==> src/hdl/fe_defines.svh <==
`ifndef FE_DEFINES_SVH
`define FE_DEFINES_SVH

// Virtual PC and instruction widths
`define FE_VADDR_WIDTH 32
`define FE_INSTR_WIDTH 32

// Byte distance between sequential fetches
`define FE_PC_STEP 4

// Fetches at or above this PC raise an access fault
`define FE_PC_LIMIT 32'h0000_4000

`endif

==> src/hdl/fe_pkg.sv <==
`default_nettype none

package fe_pkg;

  // Commands from the back end
  typedef enum logic [1:0] {
    e_op_state_reset = 2'd0,
    e_op_pc_redirect = 2'd1,
    e_op_wait        = 2'd2
  } fe_opcode_e;

  // Front end control FSM
  typedef enum logic [1:0] {
    e_wait  = 2'd0,
    e_run   = 2'd1,
    e_stall = 2'd2
  } fe_state_e;

  // Queue message kind
  typedef enum logic {
    e_fe_fetch     = 1'b0,
    e_fe_exception = 1'b1
  } fe_msg_type_e;

endpackage

`default_nettype wire

==> src/hdl/fe_control.sv <==
`include "fe_defines.svh"

`default_nettype none

module fe_control
  (
  input  logic                       clk_i,
  input  logic                       reset_i,

  input  logic                       fe_cmd_v_i,
  input  fe_pkg::fe_opcode_e         fe_cmd_opcode_i,
  input  logic [`FE_VADDR_WIDTH-1:0] fe_cmd_pc_i,

  input  logic [`FE_VADDR_WIDTH-1:0] if2_pc_i,
  input  logic                       fetch_fail_v_i,
  input  logic                       exception_v_i,
  input  logic                       fe_queue_ready_i,

  output logic                       redirect_v_o,
  output logic                       next_fetch_v_o,
  output logic                       cmd_flush_v_o,
  output logic [`FE_VADDR_WIDTH-1:0] redirect_pc_o
  );

  import fe_pkg::*;

  fe_state_e state_r;
  fe_state_e state_n;

  logic is_run;
  logic is_stall;

  logic state_reset_v;
  logic pc_redirect_v;
  logic wait_v;
  logic cmd_immediate_v;
  logic cmd_complex_v;

  logic                       resume_en;
  logic [`FE_VADDR_WIDTH-1:0] pc_resume_n;
  logic [`FE_VADDR_WIDTH-1:0] pc_resume_r;

  assign is_run   = (state_r == e_run);
  assign is_stall = (state_r == e_stall);

  // Command decode
  assign state_reset_v = fe_cmd_v_i & (fe_cmd_opcode_i == e_op_state_reset);
  assign pc_redirect_v = fe_cmd_v_i & (fe_cmd_opcode_i == e_op_pc_redirect);
  assign wait_v        = fe_cmd_v_i & (fe_cmd_opcode_i == e_op_wait);

  assign cmd_immediate_v = pc_redirect_v;
  assign cmd_complex_v   = state_reset_v;

  // Any command flushes whatever is in flight
  assign cmd_flush_v_o = fe_cmd_v_i;

  // Resume PC follows IF2 while running, a command overrides it
  assign resume_en   = fe_cmd_v_i | is_run;
  assign pc_resume_n = fe_cmd_v_i ? fe_cmd_pc_i : if2_pc_i;

  always_ff @(posedge clk_i)
  begin
    if (resume_en)
    begin
      pc_resume_r <= pc_resume_n;
    end
  end

  assign redirect_pc_o = resume_en ? pc_resume_n : pc_resume_r;

  always_comb
  begin
    state_n = state_r;
    if (cmd_immediate_v)
    begin
      state_n = e_run;
    end
    else if (cmd_complex_v)
    begin
      state_n = e_stall;
    end
    else if (wait_v)
    begin
      state_n = e_wait;
    end
    else
    begin
      case (state_r)
        e_wait:  state_n = e_wait;
        // Replay once the queue can take the message again
        e_stall: state_n = fe_queue_ready_i ? e_run : e_stall;
        e_run:
        begin
          if (fetch_fail_v_i)
          begin
            state_n = e_stall;
          end
          else if (exception_v_i)
          begin
            state_n = e_wait;
          end
        end
        default: state_n = e_wait;
      endcase
    end
  end

  always_ff @(posedge clk_i)
  begin
    if (reset_i)
    begin
      state_r <= e_wait;
    end
    else
    begin
      state_r <= state_n;
    end
  end

  assign next_fetch_v_o = (state_n == e_run);
  assign redirect_v_o   = cmd_immediate_v | (is_stall & next_fetch_v_o);

  state_legal_a: assert property (@(posedge clk_i) disable iff (reset_i)
    state_r inside {e_wait, e_run, e_stall});

endmodule

`default_nettype wire

==> src/hdl/fe_fetch_pipe.sv <==
`include "fe_defines.svh"

`default_nettype none

module fe_fetch_pipe
  (
  input  logic                       clk_i,
  input  logic                       reset_i,

  input  logic                       next_fetch_v_i,
  input  logic [`FE_VADDR_WIDTH-1:0] next_fetch_pc_i,
  input  logic                       cmd_flush_v_i,
  input  logic [`FE_INSTR_WIDTH-1:0] imem_data_i,
  input  logic [`FE_VADDR_WIDTH-1:0] if2_pc_i,
  input  logic                       fe_queue_ready_i,

  output logic                       fetch_fail_v_o,
  output logic                       exception_v_o,

  output logic                       fe_queue_v_o,
  output fe_pkg::fe_msg_type_e       fe_queue_type_o,
  output logic [`FE_VADDR_WIDTH-1:0] fe_queue_pc_o,
  output logic [`FE_INSTR_WIDTH-1:0] fe_queue_instr_o
  );

  import fe_pkg::*;

  logic v_if1_r;
  logic v_if2_r;
  logic v_if2_n;
  logic poison_if1;

  logic fault_if1_r;
  logic fault_if2_r;
  logic fe_exception_v;

  logic [`FE_INSTR_WIDTH-1:0] instr_if2_r;

  // IF1 is dropped on a failed fetch, a command, or a faulting IF2
  assign poison_if1 = fetch_fail_v_o | cmd_flush_v_i | fe_exception_v;
  assign v_if2_n    = v_if1_r & ~poison_if1;

  always_ff @(posedge clk_i)
  begin
    if (reset_i)
    begin
      v_if1_r <= 1'b0;
      v_if2_r <= 1'b0;
    end
    else
    begin
      v_if1_r <= next_fetch_v_i;
      v_if2_r <= v_if2_n;
    end
  end

  // Range check stands in for the access fault path
  always_ff @(posedge clk_i)
  begin
    fault_if1_r <= (next_fetch_pc_i >= `FE_PC_LIMIT);
    fault_if2_r <= fault_if1_r;
  end

  // Memory data arrives while the fetch sits in IF1
  always_ff @(posedge clk_i)
  begin
    if (v_if1_r)
    begin
      instr_if2_r <= imem_data_i;
    end
  end

  assign fe_exception_v = v_if2_r & fault_if2_r;

  // A command in the same cycle hides the IF2 message
  assign fe_queue_v_o   = fe_queue_ready_i & v_if2_r & ~cmd_flush_v_i;
  assign fetch_fail_v_o = v_if2_r & ~fe_queue_ready_i & ~cmd_flush_v_i;
  assign exception_v_o  = fe_queue_v_o & fault_if2_r;

  assign fe_queue_type_o  = fault_if2_r ? e_fe_exception : e_fe_fetch;
  assign fe_queue_pc_o    = if2_pc_i;
  assign fe_queue_instr_o = fault_if2_r ? '0 : instr_if2_r;

  // After a delivered exception the front end goes quiet
  exception_quiets_a: assert property (@(posedge clk_i) disable iff (reset_i)
    exception_v_o |=> !fe_queue_v_o);

endmodule

`default_nettype wire

==> src/hdl/fe_pc_gen.sv <==
`include "fe_defines.svh"

`default_nettype none

module fe_pc_gen
  (
  input  logic                       clk_i,
  input  logic                       reset_i,

  input  logic                       redirect_v_i,
  input  logic                       next_fetch_v_i,
  input  logic [`FE_VADDR_WIDTH-1:0] redirect_pc_i,

  output logic [`FE_VADDR_WIDTH-1:0] next_fetch_pc_o,
  output logic [`FE_VADDR_WIDTH-1:0] if2_pc_o
  );

  logic [`FE_VADDR_WIDTH-1:0] last_pc_r;
  logic [`FE_VADDR_WIDTH-1:0] if1_pc_r;
  logic [`FE_VADDR_WIDTH-1:0] if2_pc_r;

  assign next_fetch_pc_o = redirect_v_i ? redirect_pc_i : last_pc_r + `FE_PC_STEP;

  always_ff @(posedge clk_i)
  begin
    if (reset_i)
    begin
      last_pc_r <= '0;
    end
    else if (next_fetch_v_i)
    begin
      last_pc_r <= next_fetch_pc_o;
    end
  end

  // PC travels alongside the fetch, valids live in the fetch pipe
  always_ff @(posedge clk_i)
  begin
    if1_pc_r <= next_fetch_pc_o;
    if2_pc_r <= if1_pc_r;
  end

  assign if2_pc_o = if2_pc_r;

  fetch_pc_aligned_a: assert property (@(posedge clk_i) disable iff (reset_i)
    next_fetch_v_i |-> (next_fetch_pc_o % `FE_PC_STEP) == 0);

endmodule

`default_nettype wire

==> src/hdl/fe_top.sv <==
`include "fe_defines.svh"

`default_nettype none

module fe_top
  (
  input  logic                       clk_i,
  input  logic                       reset_i,

  input  logic                       fe_cmd_v_i,
  input  fe_pkg::fe_opcode_e         fe_cmd_opcode_i,
  input  logic [`FE_VADDR_WIDTH-1:0] fe_cmd_pc_i,

  output logic                       imem_v_o,
  output logic [`FE_VADDR_WIDTH-1:0] imem_addr_o,
  input  logic [`FE_INSTR_WIDTH-1:0] imem_data_i,

  output logic                       fe_queue_v_o,
  output fe_pkg::fe_msg_type_e       fe_queue_type_o,
  output logic [`FE_VADDR_WIDTH-1:0] fe_queue_pc_o,
  output logic [`FE_INSTR_WIDTH-1:0] fe_queue_instr_o,
  input  logic                       fe_queue_ready_i
  );

  logic                       redirect_v;
  logic [`FE_VADDR_WIDTH-1:0] redirect_pc;
  logic                       next_fetch_v;
  logic [`FE_VADDR_WIDTH-1:0] next_fetch_pc;
  logic [`FE_VADDR_WIDTH-1:0] if2_pc;
  logic                       fetch_fail_v;
  logic                       exception_v;
  logic                       cmd_flush_v;

  fe_control control
    (
    .clk_i            (clk_i),
    .reset_i          (reset_i),
    .fe_cmd_v_i       (fe_cmd_v_i),
    .fe_cmd_opcode_i  (fe_cmd_opcode_i),
    .fe_cmd_pc_i      (fe_cmd_pc_i),
    .if2_pc_i         (if2_pc),
    .fetch_fail_v_i   (fetch_fail_v),
    .exception_v_i    (exception_v),
    .fe_queue_ready_i (fe_queue_ready_i),
    .redirect_v_o     (redirect_v),
    .next_fetch_v_o   (next_fetch_v),
    .cmd_flush_v_o    (cmd_flush_v),
    .redirect_pc_o    (redirect_pc)
    );

  fe_pc_gen pc_gen
    (
    .clk_i           (clk_i),
    .reset_i         (reset_i),
    .redirect_v_i    (redirect_v),
    .next_fetch_v_i  (next_fetch_v),
    .redirect_pc_i   (redirect_pc),
    .next_fetch_pc_o (next_fetch_pc),
    .if2_pc_o        (if2_pc)
    );

  fe_fetch_pipe fetch_pipe
    (
    .clk_i            (clk_i),
    .reset_i          (reset_i),
    .next_fetch_v_i   (next_fetch_v),
    .next_fetch_pc_i  (next_fetch_pc),
    .cmd_flush_v_i    (cmd_flush_v),
    .imem_data_i      (imem_data_i),
    .if2_pc_i         (if2_pc),
    .fe_queue_ready_i (fe_queue_ready_i),
    .fetch_fail_v_o   (fetch_fail_v),
    .exception_v_o    (exception_v),
    .fe_queue_v_o     (fe_queue_v_o),
    .fe_queue_type_o  (fe_queue_type_o),
    .fe_queue_pc_o    (fe_queue_pc_o),
    .fe_queue_instr_o (fe_queue_instr_o)
    );

  assign imem_v_o    = next_fetch_v;
  assign imem_addr_o = next_fetch_pc;

endmodule

`default_nettype wire
==> config.mk <==
export PLATFORM = sky130hd
export DESIGN_NAME = fe_top
export DESIGN_NICKNAME = d
export VERILOG_FILES = /design/src/hdl/fe_pkg.sv /design/src/hdl/fe_control.sv /design/src/hdl/fe_fetch_pipe.sv /design/src/hdl/fe_pc_gen.sv /design/src/hdl/fe_top.sv
export VERILOG_INCLUDE_DIRS = /design/src /design/src/hdl
export SDC_FILE = /design/constraint.sdc
export NUM_CORES = 1
export LEC_CHECK = 0
export BUFFER_PORTS_ARGS = -buffer_cell sky130_fd_sc_hd__buf_2
export CORE_MARGIN = 2
export CORE_UTILIZATION = 40
export CTS_BUF_LIST = sky130_fd_sc_hd__clkbuf_16
export DETAILED_ROUTE_END_ITERATION = 10
export PLACE_DENSITY = 0.7
export SYNTH_ARGS = -nofsm -noshare
export SYNTH_HDL_FRONTEND = slang
export SYNTH_SLANG_ARGS = --single-unit
==> constraint.sdc <==
create_clock -name clk_i -period 2.65 [get_ports clk_i]
set_input_delay 0.265 -clock clk_i [delete_from_list [all_inputs] [get_ports clk_i]]
set_output_delay 0.265 -clock clk_i [all_outputs]
set_load 0.02 [all_outputs]
* After elaboration in Yosys (flattened, before gate mapping)
Cells that the tools add are included.
** Storage, ports and cells
- Bits of input ports :: 70
- Memory bits (writable) :: 0
- Memories kept :: 0
- Bits in latches :: 0
- Output and inout port bits :: 99
- Bits in read-only memories :: 0
- Word-level logic and storage cells :: 48
- Bits in registers :: 166
** Cells by class
- Bitwise logic cells :: 18
- Div/mod/pow operators :: 0
- Shift-type cells :: 0
- Add/sub/neg operators :: 1
- $mul :: 0
- Reductions and logical operators :: 1
- Multiplexer cells :: 12
- Magnitude comparators :: 1
- Equal/unequal tests :: 5
** Operators by type and width (count)
- 2-to-1 mux 32 bit :: 4
- adder 32 x 3 -> 32 bit (second input constant) :: 1
- >= comparator 32 x 15 -> 1 bit (second input constant) :: 1
- 2-to-1 mux 2 bit :: 6
- bitwise AND 1 bit :: 11
- == test 2 x 1 -> 1 bit (second input constant) :: 3
- == test 2 bit (second input constant) :: 2
- bitwise OR 1 bit :: 4
- one-hot mux 2 bit (2 select lines) :: 1
- inverter 1 bit :: 3
- zero test 2 bit :: 1
- 2-to-1 mux 1 bit :: 1

* Longest topological paths before layout
- Word-level depth :: 14
- Gate-level depth with buffers :: 12
- Gate-level depth less buffers :: 10

* Hierarchy
From an unflattened synthesis, not the netlist that was laid out.
** Unflattened totals
- Cells, all modules :: 700
- Area, all modules :: 6879.1 µm²
** By module, submodules not included
- fe_pc_gen :: area an instance 3797.4 µm², cells each 416, instances 1, seq. area each 1921.8 µm²
- fe_fetch_pipe :: area an instance 1577.8 µm², cells each 117, instances 1, seq. area each 1041.0 µm²
- fe_control :: area an instance 1503.9 µm², cells each 167, instances 1, seq. area each 680.7 µm²

* Least setup slack after synthesis
OpenSTA, ideal clock, no wires.
- Path kind :: register to register
- Start :: reg control.state_r[0]
- End :: reg pc_gen.last_pc_r[25]
- Data arrival time :: 2.554 ns
- Stages on the path, launching flop included :: 12
- Required time :: 2.580 ns
- Path slack :: 0.026 ns
- Path buffers :: 2
- Cells stage by stage :: dfxtp_1 -> inv_1 -> ha_1 -> nand3b_1 -> a21oi_1 -> o211ai_2 -> o21ai_1 -> buf_2 -> buf_4 -> mux2i_1 -> nand2_1 -> a21oi_1
** On the way
- Word-level cells in the longest chain between the ends :: 10
** Ends and longest elaborated chain
- from (decl) :: RTL line fe_control.sv:27 : fe_state_e state_r;
- from (signal assigned) :: RTL line fe_control.sv:112 : state_r <= e_wait;
- from (signal assigned) :: RTL line fe_control.sv:116 : state_r <= state_n;
- 2-to-1 mux 2 bit :: RTL line fe_control.sv:98 : else if (exception_v_i)
- 2-to-1 mux 2 bit :: RTL line fe_control.sv:94 : if (fetch_fail_v_i)
- one-hot mux 2 bit (2 select lines) :: RTL line fe_control.sv:88 : case (state_r)
- 2-to-1 mux 2 bit :: RTL line fe_control.sv:82 : else if (wait_v)
- 2-to-1 mux 2 bit :: RTL line fe_control.sv:78 : else if (cmd_complex_v)
- 2-to-1 mux 2 bit :: RTL line fe_control.sv:74 : if (cmd_immediate_v)
- == test 2 x 1 -> 1 bit :: RTL line fe_control.sv:120 : assign next_fetch_v_o = (state_n == e_run);
- bitwise AND 1 bit :: RTL line fe_control.sv:121 : assign redirect_v_o = cmd_immediate_v | (is_stall & next_fetch_v_o);
- bitwise OR 1 bit :: RTL line fe_control.sv:121
- 2-to-1 mux 32 bit (no line) *
- net imem_addr_o[25] :: RTL line fe_top.sv:15 : output logic [`FE_VADDR_WIDTH-1:0] imem_addr_o,
- to (signal assigned) :: RTL line fe_pc_gen.sv:32 : last_pc_r <= next_fetch_pc_o;
- to (decl) :: RTL line fe_pc_gen.sv:18 : logic [`FE_VADDR_WIDTH-1:0] last_pc_r;
Mark *: on every way through the listed nets, which the timed path passes. The rest lies on a longest branch.
A chain may end at the register's enable or synchronous reset.

* Worst setup path in the final report
- Start :: reg control.state_r[0]
- End :: out imem_addr_o[23]
** On the way
- Word-level cells in the longest chain between the ends :: 10
** Ends and longest elaborated chain (RTL line)
- 2-to-1 mux 2 bit :: fe_control.sv:98
- 2-to-1 mux 2 bit :: fe_control.sv:94
- one-hot mux 2 bit (2 select lines) :: fe_control.sv:88
- 2-to-1 mux 2 bit :: fe_control.sv:82
- 2-to-1 mux 2 bit :: fe_control.sv:78
- 2-to-1 mux 2 bit :: fe_control.sv:74
- == test 2 x 1 -> 1 bit :: fe_control.sv:120
- bitwise AND 1 bit :: fe_control.sv:121
- bitwise OR 1 bit :: fe_control.sv:121
- 2-to-1 mux 32 bit (no line) *
- to (decl) :: fe_top.sv:15
Mark *: on every way between the ends. The rest lies on a longest branch, timed or not.

==> results.ini <==
[timing]
setup_viol = 33
period_minus_slack_ns = 2.938
fmax_mhz = 340.3
maxSlewViolCount = 0
rsz0062_at_grt = true
fin_ws_ns = -0.2884
slew_headroom_pct = 50.30
fin_crit_sh_pct = 110.9
finClkSkew_ns = 0.009985
worst_pin_slew_ns = 0.7456
finalHoldViolations = 0

[yosys]
netlist_area_sq_um = 6412
yosysUniqueCellTypes = 49
async_reset_ff_share_pct = 0
ys_ff_latch = 166
yosysWarnings = 0
syn_inst = 618
synth_compound_area_share_pct = 7.395
synth-edff-count = 32
synth.avg_cell_area_sq_um = 10.38
synth-simple-area-share_pct = 18.01
synth_xor_area_share_pct = 4.098
synth_ff_type = dfxtp_1
synth_top_family_by_area = simple AND/OR/NAND/NOR gates
synthAdderAreaFrac_pct = 0.5854
syn_nets = 691
synth_mux_area_share_pct = 9.776
yosysSeqAreaShare_pct = 56.82

[setup_path]
r2r_end = fetch_pipe.fault_if1_r
ff2ff_path_depth = 12
reg2reg_slack_ns = -0.11
critPathRequiredTime_ns = 2.38
end_kind = output port
regToRegStartpoint = control.state_r[0]
critPathKind = reg2out
critPathMaxFanout = 4
worstPathArrival_ns = 2.67
cp-start-kind = register

[route]
drcViolationCount = 0
ant_nets = 0
routed_via_density = 4.769
finalWirelength_mm = 16.78
route.detailed.wl_per_inst_um = 15.61
drt-initial-drc-count = 221
first_pass_iters = 4
vias = 5127

[cts]
cts_buffer_depth = 2
cts_root_buffer = clkbuf_16
path_clk_slew_ns = 0.07
worst_skew_pair.late_latency_ns = 0.42
numCtsBuffers = 17
htreeDepth = 4
cts_tree = built
clock_sinks = 166

[finish]
stdcell_count = 1075
fin_area_sq_um = 9125
layout_commonest_cell = buf_2
final_nets = 919
fin_util_pct = 57.86
final_layout_size_suffix_gt1_share_pct = 37.95
area_growth_pct = 42.30
final_cell_mix = 136 x buf_2, 132 x dfxtp_1, 88 x nand2_1
n_antenna_cell = 0

[hold_path]
worstHoldPathType = in2reg
min_path_cells = 1
hp-start = imem_data_i[29]
hold_end = fetch_pipe.instr_if2_r[29]

[status]
status = complete, but fails checks
violations = negative setup slack

[global_route]
grt-ovfl-total = 0
antenna_found_initial = 2
grt_max_degree = 37
grt_pass1_wl_mm = 24.63
track_usage_pct = 18.99
grt_pass1_vias = 4834

[power_and_ir_drop]
pwr_density_cell_nw_per_um2 = 667.1
vdd_drop_max_uv = 459.8
leakage_nw = 3.922

[placed_design]
placed_area_sq_um = 7670
portBuffers = 168
gp_congestion = 0.8328
dp_hpwl_mm = 11.23
placedCellCount = 1002

[floorplan]
rows = 46
die_width_um = 130.6
die_area_sq_um = 17060
start_util_pct = 40.66
core_area_sq_um = 15770
die_h_um = 130.6
ios = 169

[flow_run]
cap_violations = 0

==> per-stage QoR <==
step / TNS, ns / worst slack, ns / total power [mW] / hold WS, ns
3_3_place_gp: 0 / 0.04848 / 3.578 / 0.3097
5_1_grt: -10.13 / -0.3796 / 6.333 / 0.001150
2_1_floorplan: 0 / 0.02554 / 3.288 / 0.3096
3_5_place_dp: 0 / 0.009740 / 3.589 / 0.3121
6_report: -6.908 / -0.2884 / 6.087 / 0.02236
4_1_cts: -9.377 / -0.3275 / 6.099 / 0.0002313
==> cell usage after synthesis (3+ instances only) <==
cell type  number  area, sq um
dfxtp_1       134         2683
nand2_1        96        360.4
mux2i_1        42        420.4
a21oi_1        41        205.2
nor2b_1        37        231.5
edfxtp_1       32        960.9
nor2_1         29        108.9
o21ai_0        24        120.1
clkbuf_1       18        67.56
xnor2_1        18        157.7
inv_1          17        63.81
mux2_2         17        191.4
nand4_1        13        81.33
xor2_1         12        105.1
nand3_1        11        55.05
nor3_1          9        45.04
buf_2           6        30.03
or3_1           6        37.54
and3_1          5        31.28
nor4_1          5        31.28
and4_1          3        26.28
buf_1           3        11.26
ha_1            3        37.54
o21a_1          3        22.52
==> cells by family after synthesis <==
| logic type | count (synthesis) |
|---|---|
| simple gates | 229 |
| mux | 60 |
| buf+inv | 50 |
| fa+ha+maj | 3 |
| flops | 166 |
| compound gates | 80 |
| xor+xnor | 30 |
==> layout make-up <==
| class | count | area, sq um |
|---|---|---|
| timing repair buffer | 241 | 1712 |
| clock inverter | 14 | 125.1 |
| inverter | 18 | 72.57 |
| sequential | 166 | 3651 |
| tap | 216 | 270.3 |
| fill | 1363 | 6645 |
| multi-input combinational | 402 | 2844 |
| clock buffer | 18 | 450.4 |
==> sequential cells by signal, indices dropped and copies added (netlist names) <==
register and cells:
fetch_pipe.v_if1_r 1, pc_gen.if1_pc_r 32, control.state_r 2, pc_gen.if2_pc_o 32, fetch_pipe.instr_if2_r 32, pc_gen.last_pc_r 32
control.pc_resume_r 32, fetch_pipe.fault_if1_r 1, fetch_pipe.fault_if2_r 1, fetch_pipe.v_if2_r 1
==> where the power goes <==
part | switching (mW) | internal, mW | leakage, nW
clock network | 1.02 | 1.36 | 0.280
registers | 0.0610 | 2.72 | 1.40
logic | 0.522 | 0.403 | 2.25
==> how the worst max path moves through the flow <==
stage	endpoint	start	slack, ns	cells past startpoint
after floorplan	pc_gen.last_pc_r[25]	control.state_r[0]	0.03	11
after global placement	imem_addr_o[20]	control.state_r[0]	0.05	9
after detailed placement	fetch_pipe.fault_if1_r	control.state_r[0]	0.01	10
after CTS	imem_addr_o[4]	control.state_r[0]	-0.33	10
after global routing	imem_addr_o[23]	control.state_r[0]	-0.38	10
final	imem_addr_o[23]	control.state_r[0]	-0.29	10
==> worst max-delay path: stages (launching register included) <==
cell and delay (ns):
dfxtp_4 0.38, inv_4 0.04, ha_4 0.26, and4b_1 0.18
or3_1 0.31, o211ai_2 0.22, o21ai_4 0.11, buf_4 0.16
clkbuf_16 0.15, mux2_4 0.30, buf_6 0.13
==> routing by layer <==
metal  global-route usage (%)  share of wire [%]
met1                    23.17                 43
met2                    32.32                 48
met3                    5.904                8.0
met4                    5.820                1.3
met5                        0               0.17
==> timing repair <==
item | CTS | global route
cloned | 1 | 1
hold buffers | 5 | 0
hold endpoints to repair | 5 | 0
pin swaps | 7 | 17
endpoints found under the setup margin | 34 | 37
buffers inserted | 26 | 11
resized for setup | 90 | 57
(Power assumes the default switching activity.)
